===== src/hw/core_pkg.sv =====
`default_nettype none

package core_pkg;

    localparam int XLEN = 64;
    localparam int INST_BYTES = 4;

    typedef logic [XLEN-1:0] xlen_t;
    typedef logic [4:0]      reg_idx_t;
    typedef logic [31:0]     inst_t;

    localparam xlen_t RESET_PC = '0;

    // rv64 major opcodes
    localparam logic [6:0] OPC_OP     = 7'b0110011;
    localparam logic [6:0] OPC_OP_IMM = 7'b0010011;
    localparam logic [6:0] OPC_LOAD   = 7'b0000011;
    localparam logic [6:0] OPC_STORE  = 7'b0100011;
    localparam logic [6:0] OPC_BRANCH = 7'b1100011;
    localparam logic [6:0] OPC_JAL    = 7'b1101111;

    typedef enum logic [2:0] {
        ALU_ADD,
        ALU_SUB,
        ALU_AND,
        ALU_OR,
        ALU_XOR
    } alu_op_e;

    typedef struct packed {
        alu_op_e alu_op;
        logic    use_imm;
        logic    reg_we;
        logic    is_load;
        logic    is_store;
        logic    is_beq;
        logic    is_bne;
        logic    is_jal;
    } ctrl_t;

    typedef struct packed {
        logic  valid;
        xlen_t pc;
        inst_t inst;
    } if_id_t;

    typedef struct packed {
        logic     valid;
        xlen_t    pc;
        ctrl_t    ctrl;
        reg_idx_t rd;
        xlen_t    op_a;
        xlen_t    op_b;   // rs2 value, also store data
        xlen_t    imm;
    } id_ex_t;

    typedef struct packed {
        logic     valid;
        xlen_t    pc;
        reg_idx_t rd;
        logic     reg_we;
        logic     is_load;
        logic     is_store;
        xlen_t    alu_res;
        xlen_t    store_data;
    } ex_mem_t;

    typedef struct packed {
        logic     valid;
        xlen_t    pc;
        reg_idx_t rd;
        logic     reg_we;
        xlen_t    result;
    } mem_wb_t;

    typedef struct packed {
        xlen_t    pc;
        reg_idx_t rd;
        logic     rd_we;
        xlen_t    rd_data;
    } retire_t;

    typedef enum logic [1:0] {
        FWD_RF,
        FWD_EX,
        FWD_MEM,
        FWD_WB
    } fwd_sel_e;

endpackage

`default_nettype wire

===== src/hw/writeback_stage.sv =====
`timescale 1ns/1ps
`default_nettype none

module writeback_stage import core_pkg::*; (
    input  logic    clk,
    input  logic    rst,
    input  logic    step,
    input  ex_mem_t ex_mem,
    input  xlen_t   load_data,
    output xlen_t   mem_result,
    output mem_wb_t mem_wb,
    output logic    reg_we,
    output logic    retire_valid,
    output retire_t retire
);
    assign mem_result = ex_mem.is_load ? load_data : ex_mem.alu_res;

    always_ff @(posedge clk or posedge rst) begin
        if (rst) begin
            mem_wb <= '0;
        end else if (step) begin
            mem_wb <= '{valid: ex_mem.valid, pc: ex_mem.pc, rd: ex_mem.rd,
                        reg_we: ex_mem.reg_we, result: mem_result};
        end
    end

    // regfile write and retire share the step edge
    assign reg_we       = step && mem_wb.valid && mem_wb.reg_we;
    assign retire_valid = step && mem_wb.valid;
    assign retire       = '{pc: mem_wb.pc, rd: mem_wb.rd, rd_we: mem_wb.reg_we,
                            rd_data: mem_wb.result};

endmodule

`default_nettype wire


===== config.mk =====
export PLATFORM = sky130hd
export DESIGN_NAME = writeback_stage
export DESIGN_NICKNAME = d
export VERILOG_FILES = /design/src/hw/core_pkg.sv /design/src/hw/writeback_stage.sv
export SDC_FILE = /design/constraint.sdc
export NUM_CORES = 1
export LEC_CHECK = 0
export BUFFER_PORTS_ARGS = -buffer_cell sky130_fd_sc_hd__buf_4
export CORE_AREA = 5 5 228 230
export DETAILED_ROUTE_END_ITERATION = 12
export DIE_AREA = 0 0 233 235
export PLACE_DENSITY = 0.38
export SYNTH_ARGS = -nofsm -noshare
export SYNTH_HDL_FRONTEND = slang
export SYNTH_SLANG_ARGS = --single-unit

===== constraint.sdc =====
create_clock -name clk -period 4.05 [get_ports clk]
set_input_delay 0.405 -clock clk [delete_from_list [all_inputs] [get_ports clk]]
set_output_delay 0.405 -clock clk [all_outputs]
set_load 0.03 [all_outputs]

* Word level (Yosys, flattened, before mapping)
Cells that the tools add are included.
** Storage, ports and cells
- Output and inout port bits :: 335
- Bits in registers :: 135
- Input port bits :: 268
** Operators by class
- Reduce and logical (&&, ||, !) cells :: 2
- Mux-type cells :: 1
** Operators with widths (count)
- 2-to-1 mux 64 bit :: 1
- logical AND 1 bit :: 2

* Longest topological paths before layout
- Depth after elaboration :: 2
- Mapped depth :: 4

* Worst setup path after synthesis
No wires, ideal clock.
- Path kind :: input -> output
- Start :: input port step
- End :: output port reg_we
- Setup slack :: 2467 ps
- Stages on the path :: 3
- Required time :: 3645 ps
- Arrival time :: 1178 ps
- Path through :: buf_2 -> buf_4 -> and3_1
** Between the ends
- Cells in the longest elaborated chain, start to end :: 2
** RTL lines
- start: declaration :: line writeback_stage.sv:7 : input logic step,
- logical AND 1 bit (2 in a row) :: line writeback_stage.sv:28 : assign reg_we = step && mem_wb.valid && mem_wb.reg_we;
- end: declaration :: line writeback_stage.sv:12 : output logic reg_we,
Every way passes these cells.

* Worst setup path in the final report
- Start :: input port ex_mem[129] (netlist name)
- End :: output port mem_result[48]
** Between the ends
- Cells in the longest elaborated chain, start to end :: 1
** RTL lines
- start: declaration :: line writeback_stage.sv:8 : input ex_mem_t ex_mem,
- 2-to-1 mux 64 bit :: line writeback_stage.sv:16 : assign mem_result = ex_mem.is_load ? load_data : ex_mem.alu_res;
- end: declaration :: line writeback_stage.sv:10 : output xlen_t mem_result,
Every way passes these cells.

==> impl_metrics.toml <==
[floorplanning]
dieWidth_um = 233
io_pins = 603
die_area_um2 = 54800
initial_utilization_pct = 14.7
num_rows = 82
core_um2 = 49700
die_h_um = 235

[synth]
synth-seq-cells = 135
synth_cells = 493
yosysSeqAreaShare_pct = 46.3
synth_top_cell_by_area = "dfrtp_1"
syn_area_per_cell_um2 = 14.8
synthesis.area_um2 = 7300
synthesis.nets = 761
yosysWarnings = 0
synth.area.top_cells = "dfrtp_1, mux2_4, buf_4"
yosysUniqueCellTypes = 10
yosys.area.top_type_share_pct = 46.3

[drt]
drc = 0
num_vias = 5215
drt.antenna.violating_nets = 0
drt_iter0_drc = 110
avgRoutedWirePerCell_um = 16.5
wl_mm = 26.2
first_pass_iters = 3
vias_per_cell = 3.29

[worst_setup_path]
critPathLaunchType = "input port"
worstPathArrival_ns = 2.00
cp_max_fo = 42
critPathRequiredTime_ns = 3.64
crit_type = "in2out"
critPathCaptureType = "output pin"

[placed_design]
dpl.hpwl_mm = 20.8
numPortBuffers = 537
placed_area_um2 = 11000
dp_slack_ns = 1.60
dp_cells = 1552
place_congestion = 0.711

[clock_network]
cts_tree = "done"
cts_buffers = 17
insertion_delay_ns = 0.43
htreeDepth = 4
clk_pin_slew_ns = 0.06
cts_root_buf = "clkbuf_16"
cts_sinks = 135
cts_resized = 0
postCtsSetupBuffers = 0
ctsHoldBuffers = 0
cts_buffer_depth = 2

[global_routing]
grt_util_all_layers_pct = 9.19
grt_pass1_vias = 5760
overflow = 0
antenna_found_initial = 1
grt_max_degree = 77
grt_pass1_wl_mm = 37.3

[layout]
synthToLayoutAreaGrowth_pct = 59.8
antenna-diode-count = 0
fin_area_um2 = 11700
final_cells = 1584
fin_nets = 1167
drive_above_1_share_pct = 84.9
reg.largest.list = "mem_wb (135)"
top_register = "mem_wb"
largest_register_ffs = 135

[timing]
slew_headroom_pct = 38.1
fin_skew_ns = 0
period_needed_ns = 2.40
tightest_slew_ns = 0.928
fin_setup_tns_ns = 0
worst_slack_ns = 1.65
fin_crit_sh_pct = 59.4
rsz0062_at_grt = "no"
fmax_ghz = 0.416
hold_slack_ns = 0.0745
drv_slew = 0
finalHoldViolCount = 0
setup_viol = 0

[outcome]
status = "complete, no violations"

[power]
leakage_nw = 5.81
irDropWorstVdd_uv = 290
p_per_area_nw_per_um2 = 446

[hold_path]
hp-class = "in2async"

[flow_run]
max_cap_viol_count = 0
==> through the flow <==
stage / util [%] / power, mW
floorplan: - / 2.95
global placement: 22.2 / 3.59
detailed placement: 22.2 / 3.59
CTS: 23.5 / 5.34
global route: 23.5 / 5.46
finish: 23.5 / 5.20
==> area by class of cell <==
cell class	instances	area, µm²
Clock buffer	22	484
Clock inverter	10	144
Fill cell	5349	38000
Inverter	1	8.76
Multi-Input combinational cell	201	2700
Sequential cell	135	3380
Tap cell	672	841
Timing Repair Buffer	543	4110
==> cells by family after synthesis <==
group         Yosys count  share of synthesized area (%)
mux                   199                           36.9
simple gates            2                          0.171
buf+inv               157                           16.7
flops                 135                           46.3
==> synth_stat cells <==
| cell | n |
|---|---|
| inv_1 | 1 |
| and3_1 | 1 |
| buf_4 | 135 |
| and2_1 | 1 |
| buf_12 | 6 |
| mux2_4 | 120 |
| buf_6 | 1 |
| buf_2 | 14 |
| dfrtp_1 | 135 |
| mux2_2 | 79 |
==> final timing paths <==
kind                       depth (start not counted)                    from  slack (ns)                      end
min reg2reg                                        1  mem_wb[83]$_DFFE_PP0P_        0.54   mem_wb[83]$_DFFE_PP0P_
min                                                2                     rst        0.07   mem_wb[90]$_DFFE_PP0P_
max reg2reg                                        1   mem_wb[1]$_DFFE_PP0P_        3.19    mem_wb[1]$_DFFE_PP0P_
max                                                4             ex_mem[129]        1.65           mem_result[48]
max in group asynchronous                          3                     rst        3.16    mem_wb[0]$_DFFE_PP0P_
min in group clk                                   2             ex_mem[168]        0.19  mem_wb[102]$_DFFE_PP0P_
==> critical path, stage by stage <==
cell    delay (ns)
buf_4         0.67
buf_4         0.39
mux2_4        0.34
buf_4         0.17
==> report_power, final <==
group,leakage [nW],switching (mW),internal [mW],total (mW)
combinational,3.93,1.06,0.812,1.87
clock,0.299,0.634,1.04,1.67
sequential,1.58,0.161,1.50,1.66
total,5.81,1.85,3.35,5.20
==> metal layers <==
metal	GRT usage [%]	part of all wire, %
met5	0	0
met1	9.80	37
met4	3.60	1.7
met2	16.6	52
met3	3.19	9.3
==> cell usage in the layout, fill, tap and decap left out, types with 2 or more instances in the layout <==
cell / instances
buf_12: 2
buf_4: 540
bufinv_16: 3
clkbuf_16: 17
clkbuf_8: 4
clkinv_4: 3
clkinvlp_4: 3
dfrtp_1: 135
mux2_2: 79
mux2_4: 120
(Power assumes the default switching activity.)
