===== config.mk =====
export PLATFORM = sky130hd
export DESIGN_NAME = reg_file
export DESIGN_NICKNAME = d
export VERILOG_FILES = /design/src/hw/core_pkg.sv /design/src/hw/reg_file.sv
export SDC_FILE = /design/constraint.sdc
export NUM_CORES = 2
export LEC_CHECK = 0
export BUFFER_PORTS_ARGS = -buffer_cell sky130_fd_sc_hd__clkbuf_2
export CAP_MARGIN = 20
export CORE_MARGIN = 3
export CORE_UTILIZATION = 45
export DETAILED_ROUTE_END_ITERATION = 10
export GPL_ROUTABILITY_DRIVEN = 0
export PLACE_DENSITY = 0.68
export SLEW_MARGIN = 10
export SYNTH_ARGS = -nofsm -noshare
export SYNTH_HDL_FRONTEND = slang
export SYNTH_SLANG_ARGS = --single-unit

===== constraint.sdc =====
create_clock -name clk -period 98.2 [get_ports clk]
set_input_delay 4.91 -clock clk [delete_from_list [all_inputs] [get_ports clk]]
set_output_delay 4.91 -clock clk [all_outputs]
set_load 0.05 [all_outputs]

===== src/hw/core_pkg.sv =====
`default_nettype none

package core_pkg;

    localparam int XLEN = 64;
    localparam int INST_BYTES = 4;

    typedef logic [XLEN-1:0] xlen_t;
    typedef logic [4:0]      reg_idx_t;
    typedef logic [31:0]     inst_t;

    localparam xlen_t RESET_PC = '0;

    // rv64 major opcodes
    localparam logic [6:0] OPC_OP     = 7'b0110011;
    localparam logic [6:0] OPC_OP_IMM = 7'b0010011;
    localparam logic [6:0] OPC_LOAD   = 7'b0000011;
    localparam logic [6:0] OPC_STORE  = 7'b0100011;
    localparam logic [6:0] OPC_BRANCH = 7'b1100011;
    localparam logic [6:0] OPC_JAL    = 7'b1101111;

    typedef enum logic [2:0] {
        ALU_ADD,
        ALU_SUB,
        ALU_AND,
        ALU_OR,
        ALU_XOR
    } alu_op_e;

    typedef struct packed {
        alu_op_e alu_op;
        logic    use_imm;
        logic    reg_we;
        logic    is_load;
        logic    is_store;
        logic    is_beq;
        logic    is_bne;
        logic    is_jal;
    } ctrl_t;

    typedef struct packed {
        logic  valid;
        xlen_t pc;
        inst_t inst;
    } if_id_t;

    typedef struct packed {
        logic     valid;
        xlen_t    pc;
        ctrl_t    ctrl;
        reg_idx_t rd;
        xlen_t    op_a;
        xlen_t    op_b;   // rs2 value, also store data
        xlen_t    imm;
    } id_ex_t;

    typedef struct packed {
        logic     valid;
        xlen_t    pc;
        reg_idx_t rd;
        logic     reg_we;
        logic     is_load;
        logic     is_store;
        xlen_t    alu_res;
        xlen_t    store_data;
    } ex_mem_t;

    typedef struct packed {
        logic     valid;
        xlen_t    pc;
        reg_idx_t rd;
        logic     reg_we;
        xlen_t    result;
    } mem_wb_t;

    typedef struct packed {
        xlen_t    pc;
        reg_idx_t rd;
        logic     rd_we;
        xlen_t    rd_data;
    } retire_t;

    typedef enum logic [1:0] {
        FWD_RF,
        FWD_EX,
        FWD_MEM,
        FWD_WB
    } fwd_sel_e;

endpackage

`default_nettype wire

===== src/hw/reg_file.sv =====
`timescale 1ns/1ps
`default_nettype none

module reg_file import core_pkg::*; (
    input  logic     clk,
    input  logic     rst,
    input  logic     we,
    input  reg_idx_t waddr,
    input  reg_idx_t raddr1,
    input  reg_idx_t raddr2,
    input  xlen_t    wdata,
    output xlen_t    rdata1,
    output xlen_t    rdata2
);
    xlen_t regs [32];

    // entry 0 is cleared by reset and never written
    always_ff @(posedge clk or posedge rst) begin
        if (rst) begin
            for (int i = 0; i < 32; i++) begin
                regs[i] <= '0;
            end
        end else if (we && waddr != '0) begin
            regs[waddr] <= wdata;
        end
    end

    assign rdata1 = regs[raddr1];
    assign rdata2 = regs[raddr2];

endmodule

`default_nettype wire


# Word-level counts from Yosys, hierarchy flattened
# Cells that the tools add are included.
op_classes:
  mul: 0
  mux: 9
  magnitude_cmp: 4
  shift: 0
  n_eq_ne: 0
  n_bitwise: 3
  n_div: 0
  reduce_logical: 3
  n_addsub: 0
ops:
  columns: ["op", "n"]
  rows:
  - ["bitwise mux 2048 bit", 1]
  - ["binary-select mux 64 bit (select 5 bit)", 2]
  - ["demux 64 bit (select 5 bit)", 1]
  - ["two-way mux 64 bit", 5]
  - ["greater-or-equal comparator 6 bit (second input constant)", 3]
  - ["inverter 5 -> 6 bit", 3]
  - ["< comparator 6 x 1 -> 1 bit (second input constant)", 1]
  - ["nonzero test 5 bit", 1]
  - ["logical AND 1 bit", 2]
word_totals:
  word_cells: 51
  latchBits: 0
  rom_bits: 0
  regBits: 2048
  ram_bits: 0
  input_bits: 82
  memories: 0
  out_inout_bits: 128

# Longest topological paths before layout
logic_depth:
  ltp_word: 6
  mapped_depth: 9
  depth_no_buf: 4

# Least setup slack after synthesis
# Ideal clock, no wire load.
synth_timing:
  path_kind: "input-to-output"
  from: "input port raddr1[2]"
  to: "output port rdata1[58]"
  t_required_ps: 93290
  arrival_ps: 7338
  path_slack_ps: 85952
  stages: 7
  path_cell_list: "buf_2 buf_4 buf_2 buf_2 mux4_2 nor3_1 nor4_1"
synth_between:
  elab_chain_cells: 4
synth_rtl:
  columns: ["item", "line", "text"]
  rows:
  - ["start, declared", "reg_file.sv:9", "input reg_idx_t raddr1,"]
  - ["inverter 5 -> 6 bit (implied by the code)", "reg_file.sv:28", "assign rdata1 = regs[raddr1];"]
  - ["binary-select mux 64 bit (select 5 bit)", "reg_file.sv:28", null]
  - ["two-way mux 64 bit (implied by the code) (2 in a row)", "reg_file.sv:28", null]
  - ["end, declared", "reg_file.sv:12", "output xlen_t rdata1,"]
# Every way passes these cells. The select of a mux whose other input is x is not followed.

# Final worst setup path
layout_timing:
  from: "input port raddr2[2]"
  to: "output port rdata2[47]"
layout_between:
  elab_chain_cells: 4
layout_rtl:
  columns: ["item", "line", "text"]
  rows:
  - ["start, declared", "reg_file.sv:10", "input reg_idx_t raddr2,"]
  - ["inverter 5 -> 6 bit (implied by the code)", "reg_file.sv:29", "assign rdata2 = regs[raddr2];"]
  - ["binary-select mux 64 bit (select 5 bit)", "reg_file.sv:29", null]
  - ["two-way mux 64 bit (implied by the code) (2 in a row)", "reg_file.sv:29", null]
  - ["end, declared", "reg_file.sv:13", "output xlen_t rdata2"]
# Every way passes these cells. The select of a mux whose other input is x is not followed.

==> results.yml <==
setup_path:
  worst_path_dominant_cell_family: "buffers and inverters"
  crit_chain: "buf_8, buf_4, buf_4, buf_4, mux4_2, mux2i_1, a21oi_1, nor3b_1, clkbuf_2"
  cp_data_arrival_time_ns: 9.68
  worstPathMaxFanout: 95
  criticalPathCategory: "in2out"
  cp_slowest_cell: "buf_4"
  startpoint_type: "input pin"
  slowest_delay_ns: 0.88
  critical_path_required_ns: 93.29
  path_buf_inv: 5
  end_kind: "primary output"
  crit_top_cell: "buf_4"
routing:
  postRouteAntennaNets: 0
  drtPass1Iterations: 6
  vias_per_cell: 7.00
  num_vias: 75393
  avgRoutedWirePerCell_um: 37.5
  route.detailed.drc: 0
  first_iter_violations: 9932
  drt_wl_total_um: 403000
final_layout:
  area_growth_pct: 9.57
  regMostFlops: "regs"
  multiInputGateArea_mm2: 0.0535
  nets: 7467
  n_fill_cell: 20109
  final_layout_size_suffix_gt1_share_pct: 45.1
  seqCellArea_mm2: 0.0512
  largest_reg_flops: 2048
  final_cells: 10772
  top_regs: "regs: 2048 flops"
synthesis:
  synth.distinct_cells: 51
  async_flop_share_pct: 100
  avgSynthCellArea_um2: 14.2
  yosysTopAreaCellShare_pct: 47.2
  synth_edf_count: 0
  syn-num-nets: 7718
  ys.flop_type: "dfrtp_1"
  synthCells: 7636
  synth_most_common_cell: "dfrtp_1"
  yosysWarnings: 0
  ys_top_cells_by_count: "2,048 x dfrtp_1, 1,943 x mux2_2, 835 x mux2i_1"
  netlist_top_cells_area: "dfrtp_1 47%, mux2_2 20%, mux4_2 13%"
  ys_seq_elements: 2048
  syn_area_mm2: 0.109
  ys_seq_area_share_pct: 47.2
  synth.largest_area_cell: "dfrtp_1"
die:
  io_pins: 210
  initial_core_util_pct: 45.4
  dieArea_mm2: 0.247
  num_rows: 179
  dieWidth_um: 497
  chipHeight_um: 497
  coreArea_mm2: 0.239
pwr:
  leakagePower_uw: 0.0528
  p_per_area_mw_per_mm2: 21.3
  clkPwrFrac_pct: 34.6
  power_frac_comb_pct: 20.7
  total_power_uw: 2530
  irDropWorstVdd_mv: 0.0178
  swShare_pct: 29.5
  p_int_uw: 1780
  p_seq_share_pct: 44.7
  p_switching_uw: 747
sta:
  slew_headroom_pct: 15.7
  tightest_slew_ns: 1.26
  slew_viol_final: 0
  grt_setup_unrepaired: "false"
  min_period_ns: 14.59
  setup_viol: 0
  finalSetupTns_ns: 0
  hold_viol: 0
  clock_skew_ns: 0
  finalCritPeriodShare_pct: 14.9
  fmax_mhz: 68.6
placed_design:
  port_buffers: 209
  dpl.hpwl_um: 229000
  placed_cells: 10341
grt:
  antenna_found_initial: 56
  overflow: 0
  grt_pass1_vias: 75830
  grt_max_degree: 176
  grt_pass1_wl_um: 574000
  grtUsageTotal_pct: 32.0
clock_network:
  cts_setup_buffers: 0
  cts_max_level: 4
  ctsRootBufferMaster: "clkbuf_16"
  cts-resized-gates: 0
  cts_tree: "yes"
  clk_pin_slew_ns: 0.06
  clk_path_buf_depth: 3
  cts_inserted_buffers: 206
  hold_buffers: 0
  cts_sinks: 2048
  clock_latency_ns: 0.88
job:
  drv_cap: 0
status:
  status: "completed"
hold_path:
  min_path_type: "reg2reg"
==> power by group through the flow <==
stage          logic, µW  clock network, µW  registers, µW
2_1_floorplan        407                  0           1100
3_3_place_gp         505                  0           1120
3_5_place_dp         519                  0           1140
4_1_cts              521                881           1120
5_1_grt              555                917           1150
6_report             524                875           1130
==> final cells by class <==
| type | instances | share of cell area [%] |
|---|---|---|
| flip-flops and latches | 2048 | 43.1 |
| inverters | 2 | 0.0126 |
| clock inverters | 104 | 1.26 |
| multi-input cells | 4729 | 44.9 |
| clock buffers | 285 | 5.03 |
| repair buffers | 398 | 2.29 |
| diodes | 39 | 0.0820 |
| well taps | 3167 | 3.33 |
==> cells by family (layout without fill, tap and decap cells) <==
family	after synthesis	count (layout)	share of synthesized area [%]
multiplexers	3434	3434	41.0
flip-flops	2048	2048	47.2
AO/OA/AOI/OAI	743	743	4.97
buffers and inverters	859	789	4.02
other	0	39	0
AND/OR/NAND/NOR	552	552	2.82
==> metal layers <==
metal,track usage (%),up-vias,wire length [µm]
met5,0,-,136
met4,18.5,16,24600
met3,8.68,1194,42000
met2,48.4,4981,183000
met1,41.6,40388,153000
li1,-,28814,-
==> cells in the final DEF, fill, tap and decap left out, types with 12 or more instances in the layout <==
cell | netlist | layout
clkinv_2 | 0 | 52
clkbuf_8 | 0 | 51
o32ai_1 | 13 | 13
and2_1 | 17 | 12
nand3_1 | 197 | 196
a22oi_1 | 551 | 551
nor2_4 | 4 | 20
clkbuf_16 | 0 | 207
a22o_1 | 31 | 31
nor2b_4 | 0 | 16
diode_2 | 0 | 39
clkbuf_1 | 371 | 27
mux4_2 | 612 | 612
o22ai_1 | 23 | 23
dfrtp_1 | 2048 | 2048
nor2_1 | 25 | 12
mux2_2 | 1943 | 1943
mux2_1 | 44 | 44
a31oi_1 | 31 | 31
nor2b_1 | 35 | 16
a32oi_1 | 12 | 12
nand2_1 | 90 | 81
bufinv_16 | 0 | 31
nand4_1 | 99 | 99
mux2i_1 | 835 | 835
a21oi_1 | 77 | 77
buf_4 | 81 | 179
clkbuf_2 | 1 | 199
==> metrics by stage <==
step	cell area, µm²	hold slack, ns	util (%)	worst slack, ns
6_report	119000	0.400	49.8	83.61
5_1_grt	119000	0.404	49.8	83.45
4_1_cts	119000	0.398	49.7	83.51
3_5_place_dp	111000	0.385	46.6	83.53
3_3_place_gp	111000	0.377	46.6	83.56
2_1_floorplan	109000	0.441	-	35.44
==> worst paths after layout <==
path                                         from                     end  slack [ns]  depth (start not counted)
hold reg to reg            regs[2046]$_DFFE_PP0P_  regs[2046]$_DFFE_PP0P_        0.40                          0
hold / removal             regs[2046]$_DFFE_PP0P_  regs[2046]$_DFFE_PP0P_        0.40                          0
setup / recovery                        raddr2[2]              rdata2[47]       83.61                          9
max in group asynchronous                     rst  regs[1729]$_DFFE_PP0P_       89.35                          7
min in group asynchronous                     rst  regs[1039]$_DFFE_PP0P_        4.09                          2
setup reg to reg            regs[683]$_DFFE_PP0P_   regs[683]$_DFFE_PP0P_       97.37                          1
No activity file was read; power rests on OpenSTA's default activity.
