### src/hw/mem_pkg.sv
`default_nettype none

package mem_pkg;

    localparam int MEM_W = 64;

    typedef logic [MEM_W-1:0] mem_word_t;

    typedef struct packed {
        mem_word_t addr;
        logic      we;
        mem_word_t wdata;
    } mem_req_t;

    typedef struct packed {
        mem_word_t rdata;
    } mem_rsp_t;

    typedef enum logic [2:0] {
        FETCH_REQ,
        FETCH_RSP,
        DATA_REQ,
        DATA_RSP,
        STEP
    } mem_state_e;

endpackage

`default_nettype wire

### src/hw/core_pkg.sv
`default_nettype none

package core_pkg;

    localparam int XLEN = 64;
    localparam int INST_BYTES = 4;

    typedef logic [XLEN-1:0] xlen_t;
    typedef logic [4:0]      reg_idx_t;
    typedef logic [31:0]     inst_t;

    localparam xlen_t RESET_PC = '0;

    // rv64 major opcodes
    localparam logic [6:0] OPC_OP     = 7'b0110011;
    localparam logic [6:0] OPC_OP_IMM = 7'b0010011;
    localparam logic [6:0] OPC_LOAD   = 7'b0000011;
    localparam logic [6:0] OPC_STORE  = 7'b0100011;
    localparam logic [6:0] OPC_BRANCH = 7'b1100011;
    localparam logic [6:0] OPC_JAL    = 7'b1101111;

    typedef enum logic [2:0] {
        ALU_ADD,
        ALU_SUB,
        ALU_AND,
        ALU_OR,
        ALU_XOR
    } alu_op_e;

    typedef struct packed {
        alu_op_e alu_op;
        logic    use_imm;
        logic    reg_we;
        logic    is_load;
        logic    is_store;
        logic    is_beq;
        logic    is_bne;
        logic    is_jal;
    } ctrl_t;

    typedef struct packed {
        logic  valid;
        xlen_t pc;
        inst_t inst;
    } if_id_t;

    typedef struct packed {
        logic     valid;
        xlen_t    pc;
        ctrl_t    ctrl;
        reg_idx_t rd;
        xlen_t    op_a;
        xlen_t    op_b;   // rs2 value, also store data
        xlen_t    imm;
    } id_ex_t;

    typedef struct packed {
        logic     valid;
        xlen_t    pc;
        reg_idx_t rd;
        logic     reg_we;
        logic     is_load;
        logic     is_store;
        xlen_t    alu_res;
        xlen_t    store_data;
    } ex_mem_t;

    typedef struct packed {
        logic     valid;
        xlen_t    pc;
        reg_idx_t rd;
        logic     reg_we;
        xlen_t    result;
    } mem_wb_t;

    typedef struct packed {
        xlen_t    pc;
        reg_idx_t rd;
        logic     rd_we;
        xlen_t    rd_data;
    } retire_t;

    typedef enum logic [1:0] {
        FWD_RF,
        FWD_EX,
        FWD_MEM,
        FWD_WB
    } fwd_sel_e;

endpackage

`default_nettype wire
### src/hw/fetch_stage.sv
`timescale 1ns/1ps
`default_nettype none

module fetch_stage import core_pkg::*, mem_pkg::*; (
    input  logic      clk,
    input  logic      rst,
    input  logic      step,
    input  logic      stall,
    input  logic      redirect,
    input  xlen_t     target,
    input  mem_word_t fetch_word,
    output xlen_t     pc,
    output if_id_t    if_id
);
    inst_t inst;

    // pick the 32-bit half addressed by pc
    assign inst = pc[2] ? fetch_word[63:32] : fetch_word[31:0];

    always_ff @(posedge clk or posedge rst) begin
        if (rst) begin
            pc    <= RESET_PC;
            if_id <= '0;
        end else if (step) begin
            if (redirect) begin
                pc    <= target;
                if_id <= '0; // squash wrong-path fetch
            end else if (!stall) begin
                pc    <= pc + xlen_t'(INST_BYTES);
                if_id <= '{valid: 1'b1, pc: pc, inst: inst};
            end
        end
    end

endmodule

`default_nettype wire

### config.mk
export PLATFORM = sky130hd
export DESIGN_NAME = fetch_stage
export DESIGN_NICKNAME = d
export VERILOG_FILES = /design/src/hw/mem_pkg.sv /design/src/hw/core_pkg.sv /design/src/hw/fetch_stage.sv
export SDC_FILE = /design/constraint.sdc
export NUM_CORES = 1
export LEC_CHECK = 0
export BUFFER_PORTS_ARGS = -buffer_cell sky130_fd_sc_hd__buf_2
export CAP_MARGIN = 40
export CELL_PAD_IN_SITES_DETAIL_PLACEMENT = 0
export CELL_PAD_IN_SITES_GLOBAL_PLACEMENT = 1
export CORE_UTILIZATION = 32
export CTS_CLUSTER_DIAMETER = 150
export DETAILED_ROUTE_END_ITERATION = 10
export PLACE_DENSITY_LB_ADDON = 0.25
export SYNTH_ARGS = -nofsm -noshare
export SYNTH_HDL_FRONTEND = slang
export SYNTH_SLANG_ARGS = --single-unit
### constraint.sdc
create_clock -name clk -period 6 [get_ports clk]
set_input_delay 1.5 -clock clk [delete_from_list [all_inputs] [get_ports clk]]
set_output_delay 1.5 -clock clk [all_outputs]
set_load 0.01 [all_outputs]
# Word-level counts from Yosys, hierarchy flattened
# Cells that the tools add are included.
[op_classes]
n_addsub = 1
n_mul = 0
div = 0
n_lt_le_gt_ge = 0
eq_ne = 1
shift = 0
n_mux = 5
n_bitwise = 0
reduce_logical = 1
[op_table]
columns = ["cell", "n"]
rows = [
  ["97-bit 2-to-1 mux", 2],
  ["64-bit 2-to-1 mux", 2],
  ["64-bit by 3-bit adder with 64-bit output, second input constant", 1],
  ["32-bit 2-to-1 mux", 1],
  ["2-bit by 1-bit inequality test with 1-bit output, second input constant", 1],
  ["2-bit AND reduction", 1],
]
[word_totals]
reg_bits = 161
latch_bits = 0
ram_bits = 0
rom_bits = 0
input_bits = 133
out_inout_bits = 161
wordCells = 12
n_memories = 0

# Depth between registers and ports, before layout
[logic_depth]
word_depth = 3
mapped_depth = 8
ltp_nobuf = 7

# Worst setup path after synthesis
# OpenSTA, ideal clock, no wires.
[synth_path]
kind = "input -> register"
start = "in redirect"
end = "reg pc[12]"
arrival_time_ns = 2.952
setup_slack_ns = 2.911
path_stages = 7
path_cell_list = "clkbuf_1 > o21ai_1 > clkbuf_1 > clkbuf_1 > clkbuf_1 > nor2_1 > a2bb2oi_1"
[synth_via]
elab_chain_len = 2
[synth_lines]
columns = ["element", "line", "source"]
rows = [
  ["from (decl)", "fetch_stage.sv:9", "input logic redirect,"],
  ["2-bit by 1-bit inequality test with 1-bit output (no line)", "n/a", ""],
  ["2-bit AND reduction (no line)", "n/a", ""],
  ["to (signal assigned)", "fetch_stage.sv:26", "pc <= target;"],
  ["to (signal assigned)", "fetch_stage.sv:29", "pc <= pc + xlen_t'(INST_BYTES);"],
  ["to (decl)", "fetch_stage.sv:12", "output xlen_t pc,"],
]
# Several ways; a longest one is shown, not always the timed one.
# A chain may end at the register's enable or synchronous reset.

# Worst setup path in the final report
[layout_path]
start = "in step"
end = "reg pc[58]"
[layout_via]
elab_chain_len = 1
[layout_lines]
columns = ["element", "line", "source"]
rows = [
  ["from (decl)", "fetch_stage.sv:7", "input logic step,"],
  ["2-bit AND reduction (no line)", "n/a", ""],
]
# No other way between the ends.

==> results.py <==
metrics = {
    "final_layout": {
        "fillers": 2637,
        "fin_nets": 1314,
        "syn2layout_area_growth_pct": 28.9,
        "final_util_pct": 42.0,
        "finalNonFillerCells": 1523,
        "post_route_cells_drive_above_1_share_pct": 29.4,
    },
    "route": {
        "met1_length_um": 12800,
        "route.met3.wl_um": 1430,
        "dr.pass1.iters": 4,
        "wl_per_cell_um": 18.3,
        "drt_iter0_markers": 516,
        "routed.top_layer": "met4",
        "dr_wl_met2_um": 13200,
        "routed_wl_um": 27900,
        "viasPerCell": 5.24,
        "ant_nets": 0,
        "route.detailed.drc": 0,
        "route.vias.total": 7979,
    },
    "critical_path": {
        "path_cells": "buf_2 -> a21boi_4 -> buf_4 -> and3_1 -> nand2_1 -> nor3b_1",
        "r2r_cells": 7,
        "r2r_slack_ps": 3050,
        "cp.required_ps": 6320,
        "cp_slowest_stage_delay_ps": 790,
        "cp_top_family": "buffers and inverters",
        "r2r-end": "pc[42]",
        "critPathSlowestCell": "a21boi_4",
        "cp_max_fo": 32,
        "worstSetupPathType": "primary input to flop",
        "r2r-start": "pc[2]",
        "critPathCaptureType": "flop",
        "crit_start": "step",
        "arrival_ps": 3610,
        "cp-start-kind": "primary input",
        "crit_buf_inv": 2,
    },
    "place": {
        "dp_hpwl_um": 19500,
        "routabilityCongestion": 0.790,
        "io_buffers": 293,
        "place_inst": 1491,
    },
    "yosys": {
        "avgSynthCellArea_um2": 8.82,
        "synth_edf_count": 0,
        "ys_ff_latch": 161,
        "synthArstFlopShare_pct": 100,
        "yosysSeqAreaShare_pct": 49.3,
        "synth_cell_types": 51,
        "synthCells": 927,
        "yosysWarnings": 0,
        "syn_area_um2": 8180,
        "ys.flop_type": "dfrtp_1",
        "synth_nets": 1061,
    },
    "sta": {
        "finalCriticalPeriod_ps": 3290,
        "fin_crit_sh_pct": 54.8,
        "finalClockSkew_ps": 13.5,
        "worstMarginPinSlew_ps": 930,
        "setup_viol": 0,
        "relSlewSlack_pct": 38.0,
        "fin_tns_setup_ps": 0,
        "holdWs_ps": 470,
        "drv_slew": 0,
        "grt_setup_unrepaired": "false",
        "hold_viol": 0,
        "max_freq_ghz": 0.304,
    },
    "cts": {
        "cts_sinks": 161,
        "cts_tree": "done",
        "cts_made_buffers": 17,
        "cts.repair.resized": 0,
        "clockRootBuffer": "clkbuf_16",
        "postCtsHoldBufs": 0,
        "clockBufferDepth": 2,
        "path_clk_slew_ps": 70,
        "clkLatencyLatePin_ps": 440,
        "cts_max_level": 4,
        "cts_setup_buffers": 0,
    },
    "grt": {
        "grt_max_degree": 219,
        "grt_usage_pct": 21.4,
        "grt_pass1_wl_um": 43600,
        "antenna_found_initial": 2,
        "grt_pass1_vias": 7668,
        "gr-total-overflow": 0,
    },
    "power": {
        "p_per_area_nw_per_um2": 304,
        "finalPower_mw": 3.20,
        "ir_drop_mv": 0.148,
        "p_leak_nw": 4.96,
    },
    "min_path": {
        "hold_start": "if_id[9]",
        "min_path_type": "flop to flop",
        "hold_end": "if_id[9]",
        "holdPathStages": 2,
    },
    "floorplan": {
        "pin_count": 294,
        "start_util_pct": 32.6,
        "dieArea_um2": 26200,
        "core_um2": 25100,
        "die_w_um": 162,
        "die_h_um": 162,
        "rows": 58,
    },
    "outcome": {
        "outcome": "complete, no violations",
    },
    "job": {
        "drv_cap": 0,
    },
}
[synth_stat cells, types with 2 or more instances]
master | instances | area share, %
a2bb2oi_1 | 8 | 0.86
nand2b_1 | 2 | 0.15
clkbuf_1 | 61 | 2.8
a31oi_1 | 7 | 0.54
nor3b_1 | 2 | 0.18
a22o_1 | 4 | 0.43
nor2b_1 | 3 | 0.23
nor2_1 | 44 | 2.0
and3_1 | 17 | 1.3
nand3_1 | 43 | 2.6
nor3_1 | 25 | 1.5
mux2i_1 | 39 | 4.8
or3_1 | 8 | 0.61
o21a_1 | 3 | 0.28
o211ai_1 | 2 | 0.18
a22oi_1 | 4 | 0.37
buf_1 | 6 | 0.28
a32oi_1 | 5 | 0.54
buf_2 | 2 | 0.12
a21oi_1 | 52 | 3.2
mux2_2 | 7 | 0.96
inv_1 | 11 | 0.50
a21o_1 | 5 | 0.46
nor4_1 | 18 | 1.4
or4_1 | 3 | 0.28
o31ai_1 | 35 | 3.2
o21ai_0 | 91 | 5.6
nand4_1 | 22 | 1.7
and4_1 | 6 | 0.64
o22ai_1 | 17 | 1.3
dfrtp_1 | 161 | 49
or2_2 | 2 | 0.15
o32ai_1 | 7 | 0.75
o22a_1 | 8 | 0.86
nand2_1 | 181 | 8.3
[cell families after synthesis]
logic type / count (synthesis) / share of synthesized area (%)
adders and majority gates: 1 / 0.153
and+or+nand+nor: 381 / 21.8
AOI/OAI and AO/OA: 256 / 19.3
muxes: 46 / 5.74
buffers and inverters: 82 / 3.81
DFF: 161 / 49.3
[cell type report]
cell class                 count  area [µm²]  share of cell area (%)
clock inverter                14         144                    1.36
antenna                        1        2.50                  0.0237
tap                          330         413                    3.92
inverter                      12        52.6                   0.498
timing repair buffer         304        1620                    15.3
multi-input combinational    684        3860                    36.6
clock buffer                  17         425                    4.03
sequential                   161        4030                    38.2
[per-stage QoR]
| stage | worst slack, ps | cell area, µm² |
|---|---|---|
| finish | 2710 | 10500 |
| global route | 2560 | 10500 |
| CTS | 2680 | 10500 |
| detailed placement | 2240 | 9970 |
| global placement | 2280 | 9880 |
| floorplan | 152 | 8180 |
[report_power, final]
part	total (mW)	internal, mW	switching, mW
combinational	0.699	0.288	0.411
clock	1.09	0.583	0.509
sequential	1.41	1.24	0.175
[tightest hold or removal path, stage by stage (launching register included)]
cell,delay (ps)
dfrtp_1,340
nand2_1,50
o31ai_1,50
[state kept, by name (all words and copies together), names as in the netlist]
register and cells:
pc 64, if_id 97
[worst max-delay path by stage]
stage / to / slack, ps / cells past startpoint
final: pc[58] / 2710 / 6
after global routing: pc[24] / 2560 / 7
after CTS: pc[63] / 2680 / 6
after detailed placement: pc[63] / 2240 / 6
after global placement: pc[35] / 2280 / 8
after floorplan: if_id[0] / 150 / 1
[cell usage in the layout, fill, tap and decap left out, drive strengths merged, types with 4 or more instances in the layout]
cell and n:
nand4 22, nor2 44, nand3 43, and4 6, a21o 5, mux2 7
or3 8, o22a 8, o22ai 17, clkbuf 17, nor4 19, buf 303
nor3 26, inv 19, nand2 181, mux2i 39, o21ai 92, o32ai 7
a32oi 5, and3 17, a2bb2oi 8, dfrtp 161, a21oi 52, a22oi 4
a22o 4, a31oi 7, o31ai 35
[metal layers]
layer / GRT usage (%) / vias to the layer above
met5: 0 / -
met4: 6.35 / 0
met3: 3.96 / 37
met2: 34.3 / 240
met1: 29.2 / 3823
li1: - / 3879
No activity file was read; power rests on OpenSTA's default activity.
