--- src/hw/core_pkg.sv ---
`default_nettype none

package core_pkg;

    localparam int XLEN = 64;
    localparam int INST_BYTES = 4;

    typedef logic [XLEN-1:0] xlen_t;
    typedef logic [4:0]      reg_idx_t;
    typedef logic [31:0]     inst_t;

    localparam xlen_t RESET_PC = '0;

    // rv64 major opcodes
    localparam logic [6:0] OPC_OP     = 7'b0110011;
    localparam logic [6:0] OPC_OP_IMM = 7'b0010011;
    localparam logic [6:0] OPC_LOAD   = 7'b0000011;
    localparam logic [6:0] OPC_STORE  = 7'b0100011;
    localparam logic [6:0] OPC_BRANCH = 7'b1100011;
    localparam logic [6:0] OPC_JAL    = 7'b1101111;

    typedef enum logic [2:0] {
        ALU_ADD,
        ALU_SUB,
        ALU_AND,
        ALU_OR,
        ALU_XOR
    } alu_op_e;

    typedef struct packed {
        alu_op_e alu_op;
        logic    use_imm;
        logic    reg_we;
        logic    is_load;
        logic    is_store;
        logic    is_beq;
        logic    is_bne;
        logic    is_jal;
    } ctrl_t;

    typedef struct packed {
        logic  valid;
        xlen_t pc;
        inst_t inst;
    } if_id_t;

    typedef struct packed {
        logic     valid;
        xlen_t    pc;
        ctrl_t    ctrl;
        reg_idx_t rd;
        xlen_t    op_a;
        xlen_t    op_b;   // rs2 value, also store data
        xlen_t    imm;
    } id_ex_t;

    typedef struct packed {
        logic     valid;
        xlen_t    pc;
        reg_idx_t rd;
        logic     reg_we;
        logic     is_load;
        logic     is_store;
        xlen_t    alu_res;
        xlen_t    store_data;
    } ex_mem_t;

    typedef struct packed {
        logic     valid;
        xlen_t    pc;
        reg_idx_t rd;
        logic     reg_we;
        xlen_t    result;
    } mem_wb_t;

    typedef struct packed {
        xlen_t    pc;
        reg_idx_t rd;
        logic     rd_we;
        xlen_t    rd_data;
    } retire_t;

    typedef enum logic [1:0] {
        FWD_RF,
        FWD_EX,
        FWD_MEM,
        FWD_WB
    } fwd_sel_e;

endpackage

`default_nettype wire
--- src/hw/decode_stage.sv ---
`timescale 1ns/1ps
`default_nettype none

module decode_stage import core_pkg::*; (
    input  logic     clk,
    input  logic     rst,
    input  logic     step,
    input  logic     stall,
    input  logic     redirect,
    input  if_id_t   if_id,
    input  xlen_t    rs1_data,
    input  xlen_t    rs2_data,
    input  xlen_t    ex_fwd,
    input  xlen_t    mem_fwd,
    input  xlen_t    wb_fwd,
    input  fwd_sel_e fwd_a,
    input  fwd_sel_e fwd_b,
    output reg_idx_t rs1,
    output reg_idx_t rs2,
    output logic     src_load,
    output id_ex_t   id_ex
);
    inst_t      inst;
    logic [6:0] opcode;
    logic [2:0] funct3;
    logic       known;
    ctrl_t      ctrl;
    xlen_t      imm;
    xlen_t      op_a;
    xlen_t      op_b;

    assign inst   = if_id.inst;
    assign opcode = inst[6:0];
    assign funct3 = inst[14:12];
    assign rs1    = inst[19:15];
    assign rs2    = inst[24:20];

    // rs2 is a real source only for these
    assign src_load = (opcode == OPC_OP) || (opcode == OPC_BRANCH) || (opcode == OPC_STORE);

    always_comb begin
        ctrl  = '0;
        known = 1'b1;
        case (opcode)
            OPC_OP: begin
                ctrl.reg_we = 1'b1;
                case (funct3)
                    3'b000:  ctrl.alu_op = inst[30] ? ALU_SUB : ALU_ADD;
                    3'b100:  ctrl.alu_op = ALU_XOR;
                    3'b110:  ctrl.alu_op = ALU_OR;
                    3'b111:  ctrl.alu_op = ALU_AND;
                    default: known = 1'b0;
                endcase
            end
            OPC_OP_IMM: begin // addi only
                ctrl.reg_we  = 1'b1;
                ctrl.use_imm = 1'b1;
                known        = (funct3 == 3'b000);
            end
            OPC_LOAD: begin
                ctrl.reg_we  = 1'b1;
                ctrl.use_imm = 1'b1;
                ctrl.is_load = 1'b1;
                known        = (funct3 == 3'b011);
            end
            OPC_STORE: begin
                ctrl.use_imm  = 1'b1;
                ctrl.is_store = 1'b1;
                known         = (funct3 == 3'b011);
            end
            OPC_BRANCH: begin
                ctrl.is_beq = (funct3 == 3'b000);
                ctrl.is_bne = (funct3 == 3'b001);
                known       = ctrl.is_beq || ctrl.is_bne;
            end
            OPC_JAL: begin
                ctrl.reg_we = 1'b1;
                ctrl.is_jal = 1'b1;
            end
            default: known = 1'b0;
        endcase
        if (!(known && if_id.valid)) begin
            ctrl = '0;
        end
    end

    always_comb begin
        case (opcode)
            OPC_STORE:  imm = {{52{inst[31]}}, inst[31:25], inst[11:7]};
            OPC_BRANCH: imm = {{52{inst[31]}}, inst[7], inst[30:25], inst[11:8], 1'b0};
            OPC_JAL:    imm = {{44{inst[31]}}, inst[19:12], inst[20], inst[30:21], 1'b0};
            default:    imm = {{52{inst[31]}}, inst[31:20]};
        endcase
    end

    // operand bypass
    always_comb begin
        case (fwd_a)
            FWD_EX:  op_a = ex_fwd;
            FWD_MEM: op_a = mem_fwd;
            FWD_WB:  op_a = wb_fwd;
            default: op_a = rs1_data;
        endcase
        case (fwd_b)
            FWD_EX:  op_b = ex_fwd;
            FWD_MEM: op_b = mem_fwd;
            FWD_WB:  op_b = wb_fwd;
            default: op_b = rs2_data;
        endcase
    end

    always_ff @(posedge clk or posedge rst) begin
        if (rst) begin
            id_ex <= '0;
        end else if (step) begin
            if (redirect || stall) begin
                id_ex <= '0; // bubble
            end else begin
                id_ex <= '{valid: if_id.valid && known, pc: if_id.pc, ctrl: ctrl,
                           rd: inst[11:7], op_a: op_a, op_b: op_b, imm: imm};
            end
        end
    end

endmodule

`default_nettype wire

--- config.mk ---
export PLATFORM = sky130hd
export DESIGN_NAME = decode_stage
export DESIGN_NICKNAME = d
export VERILOG_FILES = /design/src/hw/core_pkg.sv /design/src/hw/decode_stage.sv
export SDC_FILE = /design/constraint.sdc
export NUM_CORES = 1
export LEC_CHECK = 0
export ABC_AREA = 1
export BUFFER_PORTS_ARGS = -buffer_cell sky130_fd_sc_hd__buf_2
export CELL_PAD_IN_SITES_DETAIL_PLACEMENT = 0
export CELL_PAD_IN_SITES_GLOBAL_PLACEMENT = 1
export CORE_AREA = 2 2 277 279
export DETAILED_ROUTE_END_ITERATION = 8
export DIE_AREA = 0 0 279 281
export GPL_TIMING_DRIVEN = 0
export PLACE_DENSITY_LB_ADDON = 0.05
export SLEW_MARGIN = 20
export SYNTH_ARGS = -nofsm -noshare
export SYNTH_HDL_FRONTEND = slang
export SYNTH_SLANG_ARGS = --single-unit
--- constraint.sdc ---
create_clock -name clk -period 14.9 [get_ports clk]
set_clock_uncertainty 0.1 [all_clocks]
set_input_delay 0.745 -clock clk [delete_from_list [all_inputs] [get_ports clk]]
set_output_delay 0.745 -clock clk [all_outputs]
set_load 0.01 [all_outputs]
Word level (Yosys, flattened, before mapping) --
Cells that the tools add are included.
Word-level totals: output and inout bits 283, register bits 272, logic and storage cells 57
Cells by class: muxes and demuxes 16, reduce and logical (&&, ||, !) cells 10, equality and inequality tests 17
Operators by type and width (number):
- $pmux W64 S3 | 2
- $mux W272 | 1
- $pmux W20 S3 | 1
- $eq A7 B6 Y1 const B | 2
- $eq A7 B7 Y1 const B | 2
- $pmux W3 S4 | 1
- $mux W10 | 1
- $eq A3 B3 Y1 const B | 3
- $eq A2 B2 Y1 const B | 4
- $reduce_or A4 Y1 | 2
- $eq A7 B2 Y1 const B | 1
- $eq A7 B5 Y1 const B | 1
- $mux W1 | 7
- $pmux W1 S5 | 1
- $eq A2 B1 Y1 const B | 2
- $logic_or A1 B1 Y1 | 4
- $eq A3 B1 Y1 const B | 1
- $eq A3 B2 Y1 const B | 1
- $logic_not A3 Y1 | 1
- $mux W3 | 1
- $reduce_or A3 Y1 | 1
- $mux W2 | 1
- $reduce_or A2 Y1 | 1
- $logic_and A1 B1 Y1 | 1

Logic depth before layout (Yosys ltp) --
depth in word-level cells 7, depth in mapped cells 10, mapped depth without buffers 10

Least setup slack after synthesis --
OpenSTA, ideal clock, no wires.
path kind in2out, start input if_id[1] (netlist name), end output src_load, path buffers 1, data required time 14055 ps, path slack 12752 ps, data arrival time 1303 ps, cell stages on the path 5, cell sequence nand2_1 nor2_2 nand2_2 buf_2 nand2_1
On the way: longest elaborated chain between the ends 3, elaborated cells between the ends (all ways) 5, those cells by class 3 x eq/ne; 2 x reduce/logical
RTL lines:
- start: declaration | line decode_stage.sv:10 | input if_id_t if_id,
- $eq A7 B6 Y1 or $eq A7 B7 Y1 (tied branches) | line decode_stage.sv:39 | assign src_load = (opcode == OPC_OP) || (opcode == OPC_BRANCH) || (opcode == OPC_STORE);
- $logic_or A1 B1 Y1 | line decode_stage.sv:39
- $logic_or A1 B1 Y1 (*) | line decode_stage.sv:39
- end: declaration | line decode_stage.sv:20 | output logic src_load,
Every way passes the cells marked *; elsewhere a longest branch is shown, timed or not.

==> metrics.md <==
| Metric | Value |
|---|---|
| Starting Density | 16.6% |
| Cell at the root of the clock tree | clkbuf_16 |
| Min cycle time layout | 2.62 ns |
| Master of the slowest instance on the critical path | dfrtp_2 |
| Sum of overflow across all layers after global routing | 0 |
| Seq/Total Area, Yosys | 45.7% |
| CP Launch Type | flip-flop |
| Post-CTS setup buffer count | 0 |
| Die ar. | 78400 sq um |
| Highest attainable clock frequency | 381 MHz |
| Sink count of the clock tree | 229 |
| Number of endpoints with negative hold slack in the final report | 0 |
| Clock-pin slew reported for the worst setup and hold paths after clock tree synthesis | 0.06 ns |
| Final routed wire length divided by cell count | 24.2 um |
| Final #Nets | 2660 |
| Clock tree from TritonCTS | done |
| Ratio of total power to cell area | 99.4 nW/um^2 |
| Utilization after layout | 24.5% |
| Number of optimization iterations in the first detailed-route pass | 5 |
| GP Congestion | 0.807 |
| Normalized max-slew margin | 30.9% |
| Total of warnings raised by yosys | 0 |
| Post-synth design cell area | 12500 sq um |
| Remaining DRCs | 0 |
| Setup tns final | 0 ns |
| Area inside the core boundary | 75400 sq um |
| Std cell rows | 101 |
| Global-route usage over all layers | 19.3% |
| Max VDD drop | 0.0583 mV |
| Slowest stage delay, CP | 0.85 ns |
| CTS H-Tree Depth | 2 |
| Post-synthesis mux area share | 0% |
| Required arrival time at the worst endpoint | 14.06 ns |
| Share of cells above drive strength 1 | 41.1% |
| Vias per cell | 4.32 |
| Critical Setup Path Class | reg -> out |
| Detail Route Antenna Nets | 0 |
| Maximum number of pins on one net before global-route repair | 81 |
| Maximum root-to-sink buffer count | 3 |
| Post-CTS Hold Fix Bufs | 1 |
| Number of storage elements in the synthesis netlist | 229 |
| Yosys cell types | 33 |
| Dominant combinational cell family by area after synthesis | compound AO/OA/AOI/OAI gates |
| Critical Path Sink Type | output port |
| Final setup violating endpoints | 0 |
| Number of placed I/O pins | 709 |
| Worst-skew pair later-pin latency | 0.54 ns |
| Regs by FF count | id_ex (229) |
| Simple-gate share of the synthesized area | 20.5% |
| Die extent in x | 279 um |
| Vias | 14000 |
| DRC violation total after the first TritonRoute iteration | 702 |
| Fraction of synthesized cell area in xor and xnor cells | 0% |
| Number of instances in the synthesized netlist | 1486 |
| Max Fanout on Critical Path | 45 |
| Type of the worst min-delay path | in -> reg |
| Static leakage | 10.2 nW |
| Critical path cell sequence | buf_4, buf_2 |
| Number of antenna violations at the first check in global routing | 47 |
| Share of the clock period used by the worst path | 17.6% |
| Syn-to-layout area delta | 47.6% |
| Max Cap Violations | 0 |
| Post-CTS Resized | 0 |
| Slew at the pin with the worst max-slew slack | 1.04 ns |
| Register containing the most flip-flops in the final layout | id_ex |
| Height of the chip | 281 um |
| Via count of the first global-routing pass | 14500 |
| Placed instance count | 3175 |
| Max reg flops | 229 |
| Area fraction in compound gates after synthesis | 23.1% |
| Run status | completed |
| Post-synthesis adder-cell area fraction | 0% |
| RSZ-0062 raised after global routing | false |
| Wire length reported by the detailed router | 78.6 mm |
| DP Wirelength | 62.1 mm |
| Global-route wire length before repair | 109 mm |
| Number of buffers created by CTS | 34 |
| Count of input and output buffers | 708 |
| Post-layout instance count excluding filler cells | 3247 |
| Final slew viol count | 0 |
| Average size of a mapped cell | 8.43 sq um |
| Number of nets in the synthesized netlist | 1912 |
| Arrival time of the worst setup path | 1.78 ns |
-- critical path: cells and delay by family, from the launching register on --
family / cells / cell delay (ns)
buffers and inverters: 2 / 0.34
DFF: 1 / 0.85
-- cell families after synthesis --
| logic type | count (synthesis) |
|---|---|
| buf+inv | 255 |
| compound gates | 342 |
| simple gates | 660 |
| flops | 229 |
-- where the power goes --
group          internal (mW)  switching (mW)  leakage [nW]
Clock                  0.480           0.325         0.519
Combinational          0.138           0.214          6.56
Sequential             0.659          0.0217          3.09
-- through the flow --
step / setup slack (ns) / hold WS, ns / instance area (sq um) / total power [mW]
final: 12.28 / 0.319 / 18500 / 1.84
after global routing: 12.14 / 0.297 / 18500 / 1.93
after CTS: 12.21 / 0.278 / 18400 / 1.89
after detailed placement: 12.09 / 0.360 / 17400 / 1.05
after global placement: 3.43 / 0.360 / 17300 / 1.05
after floorplan: 7.78 / 0.415 / 12500 / 0.851
-- routing by layer --
metal | track usage, % | share of wire, % | up-vias
li1 | - | - | 6627
met1 | 23.1 | 41 | 6732
met2 | 32.9 | 49 | 482
met3 | 6.36 | 7.5 | 143
met4 | 4.98 | 2.3 | 48
met5 | 0 | 0.39 | -
-- synthesized netlist by cell type (all sizes together) --
cell	n	share of area, %
nor3	2	0.080
nor4	1	0.050
nand2	611	18
a21oi	1	0.040
nand4	2	0.10
o21a	1	0.060
a22o	71	5.0
o21ai	11	0.50
or2	2	0.10
inv	86	2.6
nor2	20	0.82
o211ai	131	8.3
clkinv	1	0.030
o2111ai	126	9.3
dfrtp	229	46
nand3b	1	0.060
buf	139	7.2
nand3	21	0.84
a31oi	1	0.050
clkbuf	29	0.87
-- final timing paths --
check,endpoint,slack [ns],cells past startpoint,from
setup reg to reg,id_ex[62],13.67,2,id_ex[62]
hold reg to reg,id_ex[119],0.37,2,id_ex[119]
max in group asynchronous,id_ex[139],13.09,5,rst
min in group asynchronous,id_ex[217],0.58,3,rst
setup / recovery,id_ex[37],12.28,2,id_ex[62]
hold / removal,id_ex[213],0.32,2,if_id[38]
-- cell usage in the layout (no fill, tap or decap), drive strengths merged, types with 20 or more instances in the layout --
cell and count:
a22o 71, dfrtp 229, nand3 21, nand2 611, nor2 20, inv 87, o211ai 131, buf 850
clkbuf 80, o2111ai 126
-- cell type report --
cell class                 count  area [sq um]
timing repair buffer         712          3640
buffer                       168          1000
sequential                   229          5730
clock inverter                 4          48.8
clock buffer                  51          1010
multi-input combinational   1002          5460
inverter                      87           337
fill                        8463         57000
antenna                       16          40.0
tap                          978          1220
(Power assumes the default switching activity.)
